File: src/expipe_pkg.sv
// ============================
// Shared types for the issue stage
// Packet layout is fixed by XLEN and ILEN
// Exception codes follow the RISC-V mcause encoding
// Only the opcodes listed in opcode_t are decoded
// ============================
`default_nettype none

package expipe_pkg;

    // Data and address width
    localparam int unsigned XLEN = 32;
    // Instruction width
    localparam int unsigned ILEN = 32;
    // Default issue queue depth
    localparam int unsigned IQ_DEPTH_DEF = 4;

    // Exception causes carried with each instruction
    typedef enum logic [3:0] {
        EXC_I_ADDR_MISALIGNED = 4'd0,
        EXC_I_ACCESS_FAULT    = 4'd1,
        EXC_ILLEGAL_INSTR     = 4'd2,
        EXC_BREAKPOINT        = 4'd3,
        EXC_I_PAGE_FAULT      = 4'd12,
        EXC_NONE              = 4'd15
    } except_code_t;

    // Destination of an issued instruction
    typedef enum logic [1:0] {
        UNIT_ALU = 2'd0,
        UNIT_BU  = 2'd1,
        UNIT_LSU = 2'd2,
        UNIT_EXC = 2'd3
    } issue_unit_t;

    // RISC-V major opcodes, bits [6:0] of the instruction
    typedef enum logic [6:0] {
        OPC_OP     = 7'b0110011,
        OPC_OP_IMM = 7'b0010011,
        OPC_LUI    = 7'b0110111,
        OPC_AUIPC  = 7'b0010111,
        OPC_BRANCH = 7'b1100011,
        OPC_JAL    = 7'b1101111,
        OPC_JALR   = 7'b1100111,
        OPC_LOAD   = 7'b0000011,
        OPC_STORE  = 7'b0100011
    } opcode_t;

    // Packet as delivered by the fetch unit
    typedef struct packed {
        logic [XLEN-1:0] curr_pc;
        logic [ILEN-1:0] instruction;
        logic [XLEN-1:0] pred_target;
        logic            pred_taken;
        logic            except_raised;
        except_code_t    except_code;
    } fetch_pkt_t;

    // One slot of the issue queue
    typedef struct packed {
        logic       valid;
        fetch_pkt_t pkt;
    } iq_entry_t;

    // Packet offered to the execution units
    // except_code may differ from the fetched one
    typedef struct packed {
        logic [XLEN-1:0] curr_pc;
        logic [ILEN-1:0] instruction;
        logic [XLEN-1:0] pred_target;
        logic            pred_taken;
        logic            except_raised;
        except_code_t    except_code;
    } issue_pkt_t;

endpackage

`default_nettype wire

File: src/iq_storage.sv
// ============================
// Entry array of the issue queue
// IQ_DEPTH must be at least 2
// Head read is combinational
// Write wins over a head clear on the same slot
// Payload registers are not reset
// ============================
`timescale 1ns/1ps
`default_nettype none

module iq_storage
    import expipe_pkg::*;
#(
    parameter int unsigned IQ_DEPTH = IQ_DEPTH_DEF
) (
    input  logic                        clk_i,
    input  logic                        arst_n_i,
    input  logic                        flush_i,

    // Write port at the tail
    input  logic                        wr_en_i,
    input  logic [$clog2(IQ_DEPTH)-1:0] wr_idx_i,
    input  fetch_pkt_t                  wr_pkt_i,

    // Read port at the head
    input  logic                        rd_en_i,
    input  logic [$clog2(IQ_DEPTH)-1:0] rd_idx_i,
    output iq_entry_t                   rd_entry_o
);

    // Valid bit per slot
    logic [IQ_DEPTH-1:0] valid_q;

    // Stored packets
    fetch_pkt_t          pkt_q [IQ_DEPTH];

    // Valid bits
    always_ff @(posedge clk_i or negedge arst_n_i) begin
        if (!arst_n_i) begin
            valid_q <= '0;
        end else if (flush_i) begin
            // Drop every pending instruction
            valid_q <= '0;
        end else begin
            // Head leaves the queue
            if (rd_en_i) begin
                valid_q[rd_idx_i] <= 1'b0;
            end
            // New entry arrives, may reuse the freed head slot when full
            if (wr_en_i) begin
                valid_q[wr_idx_i] <= 1'b1;
            end
        end
    end

    // Packet payload
    always_ff @(posedge clk_i) begin
        if (wr_en_i) begin
            pkt_q[wr_idx_i] <= wr_pkt_i;
        end
    end

    // Fall-through head read
    always_comb begin
        rd_entry_o.valid = valid_q[rd_idx_i];
        rd_entry_o.pkt   = pkt_q[rd_idx_i];
    end

endmodule

`default_nettype wire

File: src/issue_queue.sv
// ============================
// In-order issue queue, valid/ready on both sides
// IQ_DEPTH must be at least 2
// When full, a push is accepted only together with a pop
// Flush empties the queue at the next edge
// ============================
`timescale 1ns/1ps
`default_nettype none

module issue_queue
    import expipe_pkg::*;
#(
    parameter int unsigned IQ_DEPTH = IQ_DEPTH_DEF
) (
    input  logic       clk_i,
    input  logic       arst_n_i,
    input  logic       flush_i,

    // Fetch side
    input  logic       fetch_valid_i,
    input  fetch_pkt_t fetch_pkt_i,
    output logic       fetch_ready_o,

    // Issue side
    input  logic       issue_ready_i,
    output logic       issue_valid_o,
    output fetch_pkt_t issue_pkt_o
);

    localparam int unsigned IDX_W = $clog2(IQ_DEPTH);
    localparam int unsigned CNT_W = $clog2(IQ_DEPTH + 1);

    // Pointers and occupancy
    logic [IDX_W-1:0] head_q;
    logic [IDX_W-1:0] tail_q;
    logic [CNT_W-1:0] count_q;

    // Handshake events
    logic             push;
    logic             pop;
    logic             full;
    iq_entry_t        head_entry;

    assign full = (count_q == CNT_W'(IQ_DEPTH));

    // Head is offered only while it holds a live entry
    assign issue_valid_o = head_entry.valid & ~flush_i;
    assign issue_pkt_o   = head_entry.pkt;
    assign pop           = issue_valid_o & issue_ready_i;

    // A full queue still accepts when the head leaves in the same cycle
    assign fetch_ready_o = ~flush_i & (~full | pop);
    assign push          = fetch_valid_i & fetch_ready_o;

    // Pointer and count update, same edge as the handshakes
    always_ff @(posedge clk_i or negedge arst_n_i) begin
        if (!arst_n_i) begin
            head_q  <= '0;
            tail_q  <= '0;
            count_q <= '0;
        end else if (flush_i) begin
            head_q  <= '0;
            tail_q  <= '0;
            count_q <= '0;
        end else begin
            // Mod-IQ_DEPTH wrap
            if (pop) begin
                head_q <= (head_q == IDX_W'(IQ_DEPTH - 1)) ? '0 : head_q + 1'b1;
            end
            if (push) begin
                tail_q <= (tail_q == IDX_W'(IQ_DEPTH - 1)) ? '0 : tail_q + 1'b1;
            end
            if (push && !pop) begin
                count_q <= count_q + 1'b1;
            end else if (pop && !push) begin
                count_q <= count_q - 1'b1;
            end
        end
    end

    iq_storage #(
        .IQ_DEPTH (IQ_DEPTH)
    ) u_iq_storage (
        .clk_i      (clk_i),
        .arst_n_i   (arst_n_i),
        .flush_i    (flush_i),
        .wr_en_i    (push),
        .wr_idx_i   (tail_q),
        .wr_pkt_i   (fetch_pkt_i),
        .rd_en_i    (pop),
        .rd_idx_i   (head_q),
        .rd_entry_o (head_entry)
    );

endmodule

`default_nettype wire

File: src/issue_dispatch.sv
// ============================
// Routes the queue head to one execution unit
// Purely combinational
// Fetch exceptions take priority over decode
// Unknown opcodes become illegal instruction
// ============================
`timescale 1ns/1ps
`default_nettype none

module issue_dispatch
    import expipe_pkg::*;
(
    // Queue side
    input  logic       iq_valid_i,
    input  fetch_pkt_t iq_pkt_i,
    output logic       iq_ready_o,

    // Unit readies
    input  logic       alu_ready_i,
    input  logic       bu_ready_i,
    input  logic       lsu_ready_i,
    input  logic       exc_ready_i,

    // Unit valids, one hot at most
    output logic       alu_valid_o,
    output logic       bu_valid_o,
    output logic       lsu_valid_o,
    output logic       exc_valid_o,

    // Packet shared by all units
    output issue_pkt_t issue_pkt_o
);

    issue_unit_t  unit_sel;
    except_code_t code_sel;

    // Destination and exception code
    always_comb begin
        unit_sel = UNIT_EXC;
        code_sel = EXC_ILLEGAL_INSTR;
        if (iq_pkt_i.except_raised) begin
            // Keep the cause reported by fetch
            code_sel = iq_pkt_i.except_code;
        end else begin
            case (opcode_t'(iq_pkt_i.instruction[6:0]))
                OPC_OP, OPC_OP_IMM, OPC_LUI, OPC_AUIPC: begin
                    unit_sel = UNIT_ALU;
                    code_sel = EXC_NONE;
                end
                OPC_BRANCH, OPC_JAL, OPC_JALR: begin
                    unit_sel = UNIT_BU;
                    code_sel = EXC_NONE;
                end
                OPC_LOAD, OPC_STORE: begin
                    unit_sel = UNIT_LSU;
                    code_sel = EXC_NONE;
                end
                // Anything else goes to commit as illegal
                default: begin
                    unit_sel = UNIT_EXC;
                    code_sel = EXC_ILLEGAL_INSTR;
                end
            endcase
        end
    end

    // Only the selected unit sees valid
    assign alu_valid_o = iq_valid_i & (unit_sel == UNIT_ALU);
    assign bu_valid_o  = iq_valid_i & (unit_sel == UNIT_BU);
    assign lsu_valid_o = iq_valid_i & (unit_sel == UNIT_LSU);
    assign exc_valid_o = iq_valid_i & (unit_sel == UNIT_EXC);

    // Ready of the selected unit back to the queue
    always_comb begin
        case (unit_sel)
            UNIT_ALU: iq_ready_o = alu_ready_i;
            UNIT_BU:  iq_ready_o = bu_ready_i;
            UNIT_LSU: iq_ready_o = lsu_ready_i;
            default:  iq_ready_o = exc_ready_i;
        endcase
    end

    // Payload passes through, code rewritten
    always_comb begin
        issue_pkt_o.curr_pc       = iq_pkt_i.curr_pc;
        issue_pkt_o.instruction   = iq_pkt_i.instruction;
        issue_pkt_o.pred_target   = iq_pkt_i.pred_target;
        issue_pkt_o.pred_taken    = iq_pkt_i.pred_taken;
        issue_pkt_o.except_raised = iq_pkt_i.except_raised;
        issue_pkt_o.except_code   = code_sel;
    end

endmodule

`default_nettype wire

File: src/issue_stage.sv
// ============================
// Issue stage top level
// IQ_DEPTH must be at least 2
// Unit valids are low while flush_i is high
// ============================
`timescale 1ns/1ps
`default_nettype none

module issue_stage
    import expipe_pkg::*;
#(
    parameter int unsigned IQ_DEPTH = IQ_DEPTH_DEF
) (
    input  logic       clk_i,
    input  logic       arst_n_i,
    input  logic       flush_i,

    // Fetch side
    input  logic       fetch_valid_i,
    input  fetch_pkt_t fetch_pkt_i,
    output logic       fetch_ready_o,

    // Execution units
    input  logic       alu_ready_i,
    input  logic       bu_ready_i,
    input  logic       lsu_ready_i,
    input  logic       exc_ready_i,
    output logic       alu_valid_o,
    output logic       bu_valid_o,
    output logic       lsu_valid_o,
    output logic       exc_valid_o,
    output issue_pkt_t issue_pkt_o
);

    // Queue head toward dispatch
    logic       iq_valid;
    logic       iq_ready;
    fetch_pkt_t iq_pkt;

    issue_queue #(
        .IQ_DEPTH (IQ_DEPTH)
    ) u_issue_queue (
        .clk_i         (clk_i),
        .arst_n_i      (arst_n_i),
        .flush_i       (flush_i),
        .fetch_valid_i (fetch_valid_i),
        .fetch_pkt_i   (fetch_pkt_i),
        .fetch_ready_o (fetch_ready_o),
        .issue_ready_i (iq_ready),
        .issue_valid_o (iq_valid),
        .issue_pkt_o   (iq_pkt)
    );

    issue_dispatch u_issue_dispatch (
        .iq_valid_i  (iq_valid),
        .iq_pkt_i    (iq_pkt),
        .iq_ready_o  (iq_ready),
        .alu_ready_i (alu_ready_i),
        .bu_ready_i  (bu_ready_i),
        .lsu_ready_i (lsu_ready_i),
        .exc_ready_i (exc_ready_i),
        .alu_valid_o (alu_valid_o),
        .bu_valid_o  (bu_valid_o),
        .lsu_valid_o (lsu_valid_o),
        .exc_valid_o (exc_valid_o),
        .issue_pkt_o (issue_pkt_o)
    );

endmodule

`default_nettype wire

File: config.mk
export PLATFORM = sky130hd
export DESIGN_NAME = issue_stage
export DESIGN_NICKNAME = d
export VERILOG_FILES = /design/src/expipe_pkg.sv /design/src/iq_storage.sv /design/src/issue_queue.sv /design/src/issue_dispatch.sv /design/src/issue_stage.sv
export SDC_FILE = /design/constraint.sdc
export NUM_CORES = 1
export LEC_CHECK = 0
export BUFFER_PORTS_ARGS = -buffer_cell sky130_fd_sc_hd__buf_4
export CAP_MARGIN = 0
export CORE_UTILIZATION = 42
export DETAILED_ROUTE_END_ITERATION = 12
export PLACE_DENSITY = 0.62
export SLEW_MARGIN = 25
export SYNTH_ARGS = -nofsm -noshare
export SYNTH_HDL_FRONTEND = slang
export SYNTH_HIERARCHICAL = 1
export SYNTH_SLANG_ARGS = --single-unit
File: constraint.sdc
create_clock -name clk_i -period 9.8 [get_ports clk_i]
set_input_delay 0.98 -clock clk_i [delete_from_list [all_inputs] [get_ports clk_i]]
set_output_delay 0.98 -clock clk_i [all_outputs]
set_load 0.005 [all_outputs]
After elaboration in Yosys (flattened, before gate mapping)
Memory sizes are Yosys's and may differ from the RTL's.
Index checks and enable logic that the tools add are counted.
- output and inout bits: 107
- input port bits: 110
- register bits: 11
- memories kept: 1
- bits in writable memories: 408
- logic and storage cells: 82
- mux-type cells: 26
- bitwise logic cells: 14
- reduce and logical (&&, ||, !) cells: 14
- magnitude comparators: 4
- add/sub/neg operators: 4
- equality and inequality tests: 15
- memories (memory ; depth ; bits a word ; read ports ; clocked after memory_dff ; wr ports ; RTL line ; RTL):
    u_issue_queue.u_iq_storage.pkt_q ; 4 ; 102 ; 1 ; 0 ; 1 ; iq_storage.sv:35 ; fetch_pkt_t pkt_q [IQ_DEPTH];
- operators with widths (kind ; number):
    $mux W4 ; 6
    $eq A7 B6 Y1 const B ; 3
    $eq A7 B7 Y1 const B ; 3
    $eq A7 B5 Y1 const B ; 2
    $mux W2 ; 7
    $mux W3 ; 3
    $reduce_or A9 Y1 ; 1
    $and A1 B1 Y1 ; 8
    $eq A2 B2 Y1 const B ; 4
    $eq A7 B2 Y1 const B ; 1
    $lt A2 B3 Y1 const B ; 2
    $pmux W2 S3 ; 1
    $mux W1 ; 5
    $add A2 B1 Y2 const B ; 2
    $and A4 B4 Y4 ; 1
    $demux W1 S2 ; 2
    $ge A2 B1 Y1 const B ; 2
    $logic_and A1 B1 Y1 ; 4
    $not A4 Y4 ; 1
    $or A4 B4 Y4 ; 1
    $reduce_bool A2 Y1 ; 2
    $reduce_or A4 Y1 ; 1
    $add A3 B1 Y3 const B ; 1
    $eq A3 B3 Y1 const B ; 1
    11 further kinds ; 13

Logic depth before layout (Yosys ltp)
Gate-level depths: netlist (run 1).
An unclocked memory read counts as a cell.
- depth in word-level cells: 16
- gate-level depth with buffers: 15
- depth with buffers taken out: 12

Cells and area by module
Netlist (run 1), hierarchy kept.
- modules (own cells, without submodules) (module ; cells an instance ; seq. area each (µm²) ; area each (µm²) ; times used):
    iq_storage ; 559 ; 12351.8 ; 14958.1 ; 1
    issue_dispatch ; 121 ; 0.0 ; 889.6 ; 1
    issue_queue ; 50 ; 175.2 ; 478.0 ; 1

Least setup slack after synthesis (run 1)
OpenSTA, ideal clock, no wires.
- path kind: register -> register
- start point: reg u_issue_queue.head_q[0]
- end point: mem u_issue_queue/u_iq_storage/pkt_q[1][0] (netlist name) (enable)
- slack: 1.839 ns
- path buffers: 2
- stages on the path, launching flop included: 12
- clock period less this slack: 7.961 ns
- setup time: 0.563 ns
- required time: 9.237 ns
- data arrival time: 7.397 ns
- path through: dfrtp_1 > buf_6 > buf_2 > mux4_2 > nor4_1 > a211oi_1 > a221oi_1 > nand2_1 > a21oi_1 > and2_1 > nand2_1 > nor2_1
- RTL lines (element ; RTL line ; RTL):
    from (decl) ; issue_queue.sv:34 ; logic [IDX_W-1:0] head_q;
    from (signal assigned) ; issue_queue.sv:68 ; head_q <= (head_q == IDX_W'(IQ_DEPTH - 1)) ? '0 : head_q + 1'b1;
    to (decl) ; iq_storage.sv:35 ;

Final worst setup path (run 1)
- start point: reg u_issue_queue.head_q[0]
- end point: mem u_issue_queue/u_iq_storage/pkt_q[3][29] (netlist name) (enable)
- cells in the longest elaborated chain, start to end: 13
- elaborated cells on any way between the ends: 28
- those cells by class: eq/ne (11); mux (7); bitwise (5); reduce/logical (4); memory (1)
- ends and longest elaborated chain (element ; RTL line ; RTL):
    $mem_v2 Z4 W102 * ; -- ;
    $eq A7 B6 Y1, or another cell as far along ; issue_dispatch.sv:45 ; case (opcode_t'(iq_pkt_i.instruction[6:0]))
    $reduce_or A4 Y1, or another cell as far along ; -- ;
    $pmux W2 S3 ; issue_dispatch.sv:45 ;
    $mux W2 * ; issue_dispatch.sv:41 ; if (iq_pkt_i.except_raised) begin
    $eq A2 B2 Y1, or another cell as far along ; issue_dispatch.sv:75 ; case (unit_sel)
    $pmux W1 S3 * ; issue_dispatch.sv:75 ;
    net iq_ready ; issue_stage.sv:37 ; logic iq_ready;
    $and A1 B1 Y1 * ; issue_queue.sv:49 ; assign pop = issue_valid_o & issue_ready_i;
    $or A1 B1 Y1 * ; issue_queue.sv:52 ; assign fetch_ready_o = ~flush_i & (~full | pop);
    $and A1 B1 Y1 * ; issue_queue.sv:52 ;
    $and A1 B1 Y1 * ; issue_queue.sv:53 ; assign push = fetch_valid_i & fetch_ready_o;
    net u_issue_queue.push ; issue_queue.sv:39 ; logic push;
    $mux W1 * ; iq_storage.sv:58 ; if (wr_en_i) begin
    $mux W1 (implied by the code) * ; iq_storage.sv:59 ; pkt_q[wr_idx_i] <= wr_pkt_i;
Mark *: on every way through the listed nets, which the timed path passes. The rest lies on a longest branch. The select of a mux whose other input is x is not followed.

==> results of run 1 <==
layout make-up:
cell class / count / area share
Multi-Input combinational cell: 183 / 0.1521
Clock buffer: 51 / 0.06011
Tap cell: 511 / 0.03346
Sequential cell: 419 / 0.6560
Antenna cell: 2 / 0.0002619
Inverter: 5 / 0.0009823
Timing Repair Buffer: 226 / 0.08880
Clock inverter: 23 / 0.008251
placed cells by master, fill, tap and decap left out, types with 2 or more instances in the layout:
master	netlist	final
nand3_1	2	2
clkinv_2	0	9
inv_1	5	5
mux2i_1	2	2
and3b_1	3	3
clkbuf_1	7	6
diode_2	0	2
clkbuf_16	0	45
and2_1	2	2
nor2b_1	6	6
nand2b_1	8	8
a211oi_1	2	2
ha_1	2	2
edfxtp_1	408	408
nor4_1	2	2
nor3_1	2	2
clkinv_1	0	10
a21o_1	3	3
mux2_1	3	3
clkinvlp_4	0	2
bufinv_16	0	2
o32ai_1	3	3
a21oi_1	3	3
nand2_1	7	7
buf_4	99	226
nor2_1	10	7
dfrtp_4	0	2
nor2_4	0	3
dfrtp_1	11	9
nor3b_1	3	3
mux4_2	103	103
worst max-delay path, delay by kind of cell, from the launching register on:
kind / cells / cell delay (ns)
flip-flops: 1 / 0.96
buffers and inverters: 2 / 1.36
AO/OA/AOI/OAI: 3 / 0.98
AND/OR/NAND/NOR: 5 / 1.95
multiplexers: 1 / 0.36
power groups by stage:
stage	Clock [µW]	Combinational, µW	Sequential [µW]
final	1510	330	2080
after global routing	1620	361	2080
after CTS	1560	341	2080
after detailed placement	0	340	2120
after global placement	0	337	2110
after floorplan	0	229	2110
per-layer routing:
metal	up-vias	wire length [µm]
met2	184	14630
met5	-	17
met4	2	722
li1	3197	-
met1	3721	13030
met3	46	2438
registers in the layout, summed over array words and instances, names as in the netlist:
name                                flops
u_issue_queue/u_iq_storage/pkt_q      408
u_issue_queue/head_q                    2
u_issue_queue/u_iq_storage/valid_q      4
u_issue_queue/count_q                   3
u_issue_queue/tail_q                    2
worst max-delay path by stage:
stage / end / start / slack, ns / cells after the start
2_1_floorplan: u_issue_queue/u_iq_storage/pkt_q[1][0] / u_issue_queue/head_q[0] / 1.84 / 11
3_3_place_gp: u_issue_queue/u_iq_storage/pkt_q[3][32] / u_issue_queue/head_q[0] / 3.81 / 11
3_5_place_dp: u_issue_queue/u_iq_storage/pkt_q[3][32] / u_issue_queue/head_q[0] / 3.60 / 11
4_1_cts: u_issue_queue/u_iq_storage/pkt_q[3][26] / u_issue_queue/head_q[0] / 3.54 / 11
5_1_grt: u_issue_queue/u_iq_storage/pkt_q[3][37] / u_issue_queue/head_q[0] / 3.06 / 11
6_report: u_issue_queue/u_iq_storage/pkt_q[3][29] / u_issue_queue/head_q[0] / 3.71 / 11
through the flow:
stage	utilization	setup WS, ns	power (µW)	cell area (µm²)	hold WS, ns
floorplan	-	1.839	2339	16330	0.5134
global route	0.5036	3.058	4069	19100	0.2361
detailed placement	0.4691	3.598	2456	17800	0.5491
finish	0.5037	3.706	3921	19110	0.2531
CTS	0.5036	3.544	3981	19100	0.2176
global placement	0.4691	3.810	2450	17800	0.5537
cells in the mapped netlist (4+ instances only):
cell type	count	area [µm²]
inv_1	5	18.77
edfxtp_1	408	12250
nor2_1	10	37.54
mux4_2	103	2320
clkbuf_1	7	26.28
buf_8	4	60.06
dfrtp_1	11	275.3
buf_4	99	743.2
nand2b_1	8	50.05
nor2b_1	6	37.54
buf_2	12	60.06
nand2_1	7	26.28
cell families (layout without fill, tap and decap cells):
| group | count (synthesis) | after routing |
|---|---|---|
| fa+ha+maj | 3 | 3 |
| buf+inv | 128 | 305 |
| simple gates | 53 | 53 |
| mux | 108 | 108 |
| other cells | 0 | 2 |
| compound gates | 19 | 19 |
| flops | 419 | 419 |
==> impl_metrics.env, run 1 <==
export IMPL_synth_top_family_by_area="multiplexers"
export IMPL_io_pins=217
export IMPL_synth_compound_area_frac=0.009120
export IMPL_cts_root_buf="clkbuf_16"
export IMPL_synth_xor_area_frac=0
export IMPL_cts_setup_buffers=0
export IMPL_comb_power_share=0.084
export IMPL_drt_first_iter_violations=394
export IMPL_overflow=0
export IMPL_synth_fp_nets=843
export IMPL_timing_rr_end="u_issue_queue/u_iq_storage/pkt_q[3][29]"
export IMPL_worstPathArrival_ns=6.26
export IMPL_drt_pass1_iterations=6
export IMPL_crit_path_end_kind="flop"
export IMPL_synthCells=730
export IMPL_ctsResizeCount=0
export IMPL_hold_path_class="in2async"
export IMPL_post_route_drc_count=0
export IMPL_multiInputGateArea_um2=2907
export IMPL_required_ns=9.97
export IMPL_met2_usage=0.2404
export IMPL_met1_usage=0.2147
export IMPL_finClkSkew_ns=0.01995
export IMPL_grtUsageMet3=0.05165
export IMPL_antenna_found_initial=2
export IMPL_numCtsBuffers=42
export IMPL_slew_viol_final=0
export IMPL_finalCriticalPeriod_ns=6.094
export IMPL_nets=990
export IMPL_grt_pass1_vias=7388
export IMPL_clkLatencyLatePin_ns=0.55
export IMPL_seq_power_share=0.530
export IMPL_cts_htree_levels=2
export IMPL_finalNonFillerCells=1420
export IMPL_finalSetupViolations=0
export IMPL_ys_flop_type="edfxtp_1"
export IMPL_r2r_cells=11
export IMPL_netlist_area_um2=16330
export IMPL_viasPerCell=5.035
export IMPL_clk_pin_slew_ns=0.06
export IMPL_r2r_slack_ns=3.71
export IMPL_core_um2=37930
export IMPL_fin_crit_sh=0.6219
export IMPL_grt_pass1_wl_um=45660
export IMPL_vias=7150
export IMPL_vdd_ir_drop_max_uv=130.3
export IMPL_dp_hpwl_um=18760
export IMPL_synth_simple_area_share=0.01908
export IMPL_fmax_mhz=164.1
export IMPL_seq_area_um2=12530
export IMPL_p_switching_uw=816.3
export IMPL_routedWlPerCell_um=21.71
export IMPL_clkPwrFrac=0.386
export IMPL_yosys_warnings=6
export IMPL_row_count=71
export IMPL_cts_tree="done"
export IMPL_finalSetupTns_ns=0
export IMPL_yosysSeqAreaShare=0.7673
export IMPL_p_per_area_nw_per_um2=205.2
export IMPL_synth_cell_types=43
export IMPL_synth_edf_count=408
export IMPL_start_kind="flop"
export IMPL_die_w_um=199.2
export IMPL_max_slew_worst_pin_slew_ns=1.000
export IMPL_die_h_um=199.2
export IMPL_worstSetupPathType="reg2reg"
export IMPL_ys_ff_latch=419
export IMPL_cp_slowest_cell="dfrtp_4"
export IMPL_fill_cells=3046
export IMPL_portBuffers=216
export IMPL_switching_share=0.2082
export IMPL_critical_path_max_stage_delay_ns=0.96
export IMPL_rr_startpoint="u_issue_queue/head_q[0]"
export IMPL_cp_cell_sequence="buf_4 > mux4_2 > nand2_1 > nor4_1 > a211oi_1 > a221oi_1 > nand2_1 > a21oi_1 > and2_1 > and3_4 > buf_4"
export IMPL_track_usage=0.1587
export IMPL_area_delta_synth_final_pct=17.04
export IMPL_path_max_fanout=59
export IMPL_top_usage_layer="met2"
export IMPL_ys_async_sr_fraction=0.02625
export IMPL_synthAdderAreaFrac=0.002759
export IMPL_drv_cap=0
export IMPL_syn_avg_cell_area_um2=22.36
export IMPL_drive_above_1_share=0.4388
export IMPL_p_leak_uw=0.006365
export IMPL_rsz0062_at_grt="no"
export IMPL_internal_power_uw=3104
export IMPL_cts_hold_buffers=0
export IMPL_cts_max_path_buffers=3
export IMPL_synth_mux_area_frac=0.1454
export IMPL_clock_sinks=419
export IMPL_status="finished, final reports clean"
export IMPL_place_congestion=0.7266
export IMPL_hold_violations=0
export IMPL_routed_wl_um=30830
export IMPL_dp_cells=1344
export IMPL_grt_max_degree=62
export IMPL_die_area_um2=39660
export IMPL_start_util=0.4304
export IMPL_drtAntennaViolNets=0
export IMPL_max_slew_margin_rel=0.3332
(Power assumes the default switching activity.)
==> run 2, diff against run 1 <==
--- a/config.mk
+++ b/config.mk
@@ -5,6 +5,7 @@
 export SDC_FILE = /design/constraint.sdc
 export NUM_CORES = 1
 export LEC_CHECK = 0
+export ABC_AREA = 1
 export BUFFER_PORTS_ARGS = -buffer_cell sky130_fd_sc_hd__buf_4
 export CAP_MARGIN = 0
 export CORE_UTILIZATION = 42
==> constraint.sdc (replaced) <==
create_clock -name clk_i -period 6.3 [get_ports clk_i]
set_input_delay 0.63 -clock clk_i [delete_from_list [all_inputs] [get_ports clk_i]]
set_output_delay 0.63 -clock clk_i [all_outputs]
set_load 0.005 [all_outputs]
==> impl_metrics.env, run 2 <==
export IMPL_status="finished, final reports clean"
export IMPL_hp_start="fetch_pkt_i[88]"
export IMPL_die_h_um=198.8
export IMPL_syn_avg_cell_area_um2=13.62
export IMPL_yosysSeqAreaShare=0.7702
export IMPL_ys_ff_latch=419
export IMPL_grt_pass1_wl_um=53700
export IMPL_cts_max_path_buffers=3
export IMPL_drive_above_1_share=0.2307
export IMPL_final_cell_mix="nand2_1 (448), edfxtp_1 (408), buf_4 (230), nand4_1 (109), clkbuf_16 (43)"
export IMPL_drv_cap=0
export IMPL_finalCriticalPeriod_ns=4.454
export IMPL_vdd_ir_drop_max_uv=268.7
export IMPL_cts_root_buf="clkbuf_16"
export IMPL_max_slew_margin_rel=0.3852
export IMPL_crit_path_end_kind="flop"
export IMPL_drtAntennaViolNets=0
export IMPL_grt_pass1_vias=9239
export IMPL_top_regs="u_issue_queue/u_iq_storage/pkt_q (408), u_issue_queue/u_iq_storage/valid_q (4), u_issue_queue/count_q (3)"
export IMPL_cts_hold_buffers=1
export IMPL_ctsResizeCount=0
export IMPL_yosys_warnings=6
export IMPL_hold_path_class="in2reg"
export IMPL_p_per_area_nw_per_um2=360.2
export IMPL_io_pins=217
export IMPL_r2r_cells=14
export IMPL_hold_violations=0
export IMPL_final_common_cell="nand2_1"
export IMPL_min_to="u_issue_queue/u_iq_storage/pkt_q[1][88]"
export IMPL_vias=9302
export IMPL_rr_startpoint="u_issue_queue/head_q[1]"
export IMPL_hold_slack_ns=0.2870
export IMPL_clk_pin_slew_ns=0.06
export IMPL_ys_top_cells_by_area="edfxtp_1 (75%), nand2_1 (10%), buf_4 (4.5%)"
export IMPL_hold_path_cell_count=1
export IMPL_cts_setup_buffers=0
export IMPL_synth_most_common_cell="nand2_1"
export IMPL_drt_first_iter_violations=606
export IMPL_track_usage=0.1826
export IMPL_synth_edf_count=408
export IMPL_ys_async_sr_fraction=0.02625
export IMPL_postPlaceCellArea_um2=17770
export IMPL_row_count=71
export IMPL_path_max_fanout=62
export IMPL_dp_cells=1795
export IMPL_portBuffers=216
export IMPL_numCtsBuffers=41
export IMPL_post_route_drc_count=0
export IMPL_dp_hpwl_um=22170
export IMPL_nets=1441
export IMPL_start_kind="flop"
export IMPL_die_w_um=198.8
export IMPL_yosysTopAreaCellShare=0.7533
export IMPL_antenna_found_initial=6
export IMPL_cts_tree="done"
export IMPL_netlist_area_um2=16260
export IMPL_routed_wl_um=35890
export IMPL_overflow=0
export IMPL_slew_viol_final=0
export IMPL_fin_crit_sh=0.7071
export IMPL_area_delta_synth_final_pct=17.62
export IMPL_timing_rr_end="u_issue_queue/u_iq_storage/pkt_q[0][8]"
export IMPL_yosysTopAreaCell="edfxtp_1"
export IMPL_synth_common_cells="nand2_1 (448), edfxtp_1 (408), nand4_1 (109)"
export IMPL_worstSetupPathType="reg2reg"
export IMPL_worstPathArrival_ns=4.68
export IMPL_viasPerCell=4.961
export IMPL_r2r_slack_ns=1.85
export IMPL_synth_cell_types=29
export IMPL_regMostFlops="u_issue_queue/u_iq_storage/pkt_q"
export IMPL_ys_flop_type="edfxtp_1"
export IMPL_max_slew_worst_pin_slew_ns=0.9222
export IMPL_drt_pass1_iterations=5
export IMPL_clock_sinks=419
export IMPL_design_area_um2=19130
export IMPL_synthCells=1194
export IMPL_rsz0062_at_grt="no"
export IMPL_start_util=0.4298
export IMPL_finalSetupViolations=0
export IMPL_routedWlPerCell_um=19.14
export IMPL_largest_reg_flops=408
export IMPL_grt_max_degree=63
export IMPL_finalNonFillerCells=1875
export IMPL_fmax_mhz=224.5
export IMPL_place_congestion=0.8179
export IMPL_p_leak_uw=0.006853
export IMPL_clkLatencyLatePin_ns=0.54
export IMPL_synth_fp_nets=1307
export IMPL_cts_htree_levels=2
export IMPL_utilization=0.5055
export IMPL_required_ns=6.52
export IMPL_core_um2=37840
export IMPL_die_area_um2=39520
export IMPL_finalSetupTns_ns=0
export IMPL_finClkSkew_ns=0.02474
-- run 2: changes by cell type after synthesis, moves of 4 or more --
cell,delta
buf_2,+19
nor2_1,+4
nand3_1,+10
inv_2,+4
inv_1,+15
nand2b_1,-8
buf_8,-4
clkbuf_1,+4
nor2b_1,-6
nand2_1,+441
nand4_1,+109
mux4_2,-103
-- run 2: worst max-delay path: stages (launching register included) --
cell	delay [ns]
dfrtp_1	0.56
inv_2	0.11
nor2_4	0.37
buf_4	0.49
nand2_1	0.10
nand4_1	0.18
nand3_1	0.10
nor2_1	0.15
nand4_1	0.10
nand4_1	0.22
nand3_4	0.15
a21oi_2	0.29
nand3_1	0.19
inv_4	0.71
buf_4	0.40
-- run 2: cell type report --
| class | count | area (µm²) |
|---|---|---|
| repair buffers | 233 | 1777 |
| inverters | 25 | 108.9 |
| clock inverters | 19 | 167.7 |
| flip-flops and latches | 419 | 12530 |
| multi-input cells | 608 | 2724 |
| clock buffers | 57 | 1179 |
| fillers | 3258 | 18710 |
| well taps | 511 | 639.4 |
| diodes | 3 | 7.507 |
-- run 2: kinds of logic after synthesis --
group,share of synthesized area
and+or+nand+nor,0.1585
DFF,0.7702
buffers and inverters,0.06370
AOI/OAI and AO/OA,0.004308
adders and majority gates,0.002769
xor gates and xnor gates,0.0005386
-- run 2: through the flow --
step                      setup slack [ns]  power, µW
after floorplan                      1.553       4141
after global placement               1.895       4554
after detailed placement             1.798       4564
after CTS                            1.796       6974
after global routing                 1.469       7191
final                                1.846       6891
-- run 2: how the worst max path moves through the flow --
stage,cells past startpoint,to,from,slack [ns]
floorplan,15,u_issue_queue/u_iq_storage/pkt_q[0][0],u_issue_queue/head_q[0],1.55
global placement,14,u_issue_queue/u_iq_storage/pkt_q[0][75],u_issue_queue/head_q[1],1.90
detailed placement,15,u_issue_queue/u_iq_storage/pkt_q[0][75],u_issue_queue/head_q[0],1.80
CTS,15,u_issue_queue/u_iq_storage/pkt_q[0][8],u_issue_queue/head_q[0],1.80
global route,15,u_issue_queue/u_iq_storage/pkt_q[0][8],u_issue_queue/head_q[0],1.47
finish,14,u_issue_queue/u_iq_storage/pkt_q[0][8],u_issue_queue/head_q[1],1.85
-- run 2: report_power, final --
part	leakage [µW]	switching, µW	internal [µW]	total (µW)
sequential	0.00385	34.2	3170	3210
clock	0.000662	987	1430	2420
combinational	0.00234	740	526	1270
-- run 2: layer usage --
metal	global-route usage	vias up	share of wire
met4	0.04815	6	0.020
met2	0.2985	307	0.48
met1	0.2463	4512	0.42
met5	0	-	0.0012
met3	0.04103	57	0.070
li1	-	4420	-
==> run 3, diff against run 2 <==
==> constraint.sdc (replaced) <==
create_clock -name clk_i -period 4.41 [get_ports clk_i]
set_input_delay 0.441 -clock clk_i [delete_from_list [all_inputs] [get_ports clk_i]]
set_output_delay 0.441 -clock clk_i [all_outputs]
set_load 0.005 [all_outputs]
==> impl_metrics.env, run 3 (same netlist as run 2, synthesis figures left out) <==
export IMPL_status="finished, final reports clean"
export IMPL_io_pins=217
export IMPL_hold_path_class="in2reg"
export IMPL_start_util=0.4298
export IMPL_vdd_ir_drop_max_uv=318.8
export IMPL_cts_setup_buffers=0
export IMPL_die_w_um=198.8
export IMPL_final_setup_worst_slack_ns=0.5150
export IMPL_antenna_found_initial=2
export IMPL_track_usage=0.1798
export IMPL_drive_above_1_share=0.2295
export IMPL_rsz0062_at_grt="no"
export IMPL_postPlaceCellArea_um2=17790
export IMPL_p_per_area_nw_per_um2=512.9
export IMPL_overflow=0
export IMPL_path_max_fanout=43
export IMPL_cts_hold_buffers=1
export IMPL_dp_cells=1798
export IMPL_design_area_um2=19120
export IMPL_fmax_mhz=256.7
export IMPL_clock_sinks=419
export IMPL_cts_tree="done"
export IMPL_antenna_cells=0
export IMPL_finalSetupViolations=0
export IMPL_portBuffers=216
export IMPL_hold_path_cell_count=1
export IMPL_viasPerCell=4.927
export IMPL_nets=1446
export IMPL_largest_reg_flops=408
export IMPL_die_area_um2=39520
export IMPL_routedWlPerCell_um=18.78
export IMPL_vias=9238
export IMPL_required_ns=4.58
export IMPL_fin_crit_sh=0.8832
export IMPL_place_congestion=0.7869
export IMPL_hold_violations=0
export IMPL_final_common_cell="nand2_1"
export IMPL_finalCriticalPeriod_ns=3.895
export IMPL_drt_pass1_iterations=5
export IMPL_cts_htree_levels=2
export IMPL_r2r_cells=14
export IMPL_regMostFlops="u_issue_queue/u_iq_storage/pkt_q"
export IMPL_clkLatencyLatePin_ns=0.55
export IMPL_cts_root_buf="clkbuf_16"
export IMPL_clk_pin_slew_ns=0.06
export IMPL_dp_hpwl_um=21250
export IMPL_max_slew_margin_rel=0.3413
export IMPL_slew_viol_final=0
export IMPL_grt_pass1_vias=8755
export IMPL_core_um2=37840
export IMPL_row_count=71
export IMPL_fill_cells=3294
export IMPL_worstPathArrival_ns=4.07
export IMPL_ctsResizeCount=0
export IMPL_start_kind="flop"
export IMPL_final_cell_mix="nand2_1 (448), edfxtp_1 (408), buf_4 (233), nand4_1 (109), clkbuf_16 (45)"
export IMPL_crit_path_end_kind="flop"
export IMPL_grt_max_degree=77
export IMPL_p_leak_uw=0.006821
export IMPL_drtAntennaViolNets=0
export IMPL_top_regs="u_issue_queue/u_iq_storage/pkt_q (408), u_issue_queue/u_iq_storage/valid_q (4), u_issue_queue/count_q (3)"
export IMPL_grt_pass1_wl_um=52470
export IMPL_numCtsBuffers=43
export IMPL_die_h_um=198.8
export IMPL_cts_max_path_buffers=3
export IMPL_worstSetupPathType="reg2reg"
export IMPL_finalSetupTns_ns=0
export IMPL_dp_slack_ns=0.5124
export IMPL_post_route_drc_count=0
export IMPL_finClkSkew_ns=0.01920
export IMPL_area_delta_synth_final_pct=17.58
export IMPL_drt_first_iter_violations=531
export IMPL_routed_wl_um=35210
export IMPL_max_slew_worst_pin_slew_ns=0.9881
export IMPL_drv_cap=0
export IMPL_finalNonFillerCells=1875
-- run 3: worst max-delay path: stages, from the launching register on --
cell,delay (ns)
dfrtp_1,0.57
inv_2,0.11
nor2_4,0.36
buf_4,0.32
nand2_1,0.08
nand4_1,0.23
inv_1,0.17
nand2_2,0.13
nand2_1,0.06
nand4_1,0.14
nand3_4,0.14
a21oi_2,0.30
nand3_1,0.19
clkinvlp_4,0.12
buf_4,0.54
-- run 3: layout make-up --
class                           instances  area [µm²]  share of cell area
Inverter                               25       113.9            0.005954
Clock inverter                         17       131.4            0.006870
Timing Repair Buffer                  236        1799             0.09409
Clock buffer                           59        1189             0.06216
Sequential cell                       419       12530              0.6551
Multi-Input combinational cell        608        2724              0.1424
Tap cell                              511       639.4             0.03343
-- run 3: worst paths after layout --
| check | startpoint | to | slack (ns) |
|---|---|---|---|
| max | u_issue_queue/head_q[0] | u_issue_queue/u_iq_storage/pkt_q[1][92] | 0.51 |
| min | fetch_pkt_i[49] | u_issue_queue/u_iq_storage/pkt_q[3][49] | 0.09 |
| max reg2reg | u_issue_queue/head_q[0] | u_issue_queue/u_iq_storage/pkt_q[1][92] | 0.51 |
| min reg2reg | u_issue_queue/u_iq_storage/valid_q[3] | u_issue_queue/u_iq_storage/valid_q[3] | 0.55 |
| max in group asynchronous | arst_n_i | u_issue_queue/tail_q[0] | 3.94 |
| min in group asynchronous | arst_n_i | u_issue_queue/u_iq_storage/valid_q[3] | 0.31 |
-- run 3: per-stage QoR --
stage	hold WS [ns]	util	total power (µW)
5_1_grt	0.05768	0.5053	10250
6_report	0.08734	0.5053	9807
3_5_place_dp	0.2875	0.4702	6527
4_1_cts	0.05377	0.5053	9950
2_1_floorplan	0.1454	-	5912
3_3_place_gp	0.2895	0.4702	6503
-- run 3: where the power goes --
group / switching [µW] / internal [µW]
sequential: 47.7 / 4530
combinational: 1050 / 762
clock: 1410 / 2000
-- run 3: layer usage --
layer | vias to the layer above | track usage | wire [µm]
met5 | - | 0 | 26
met4 | 4 | 0.05698 | 928
met3 | 69 | 0.05663 | 2967
met2 | 264 | 0.2670 | 16020
met1 | 4482 | 0.2514 | 15270
li1 | 4419 | - | -
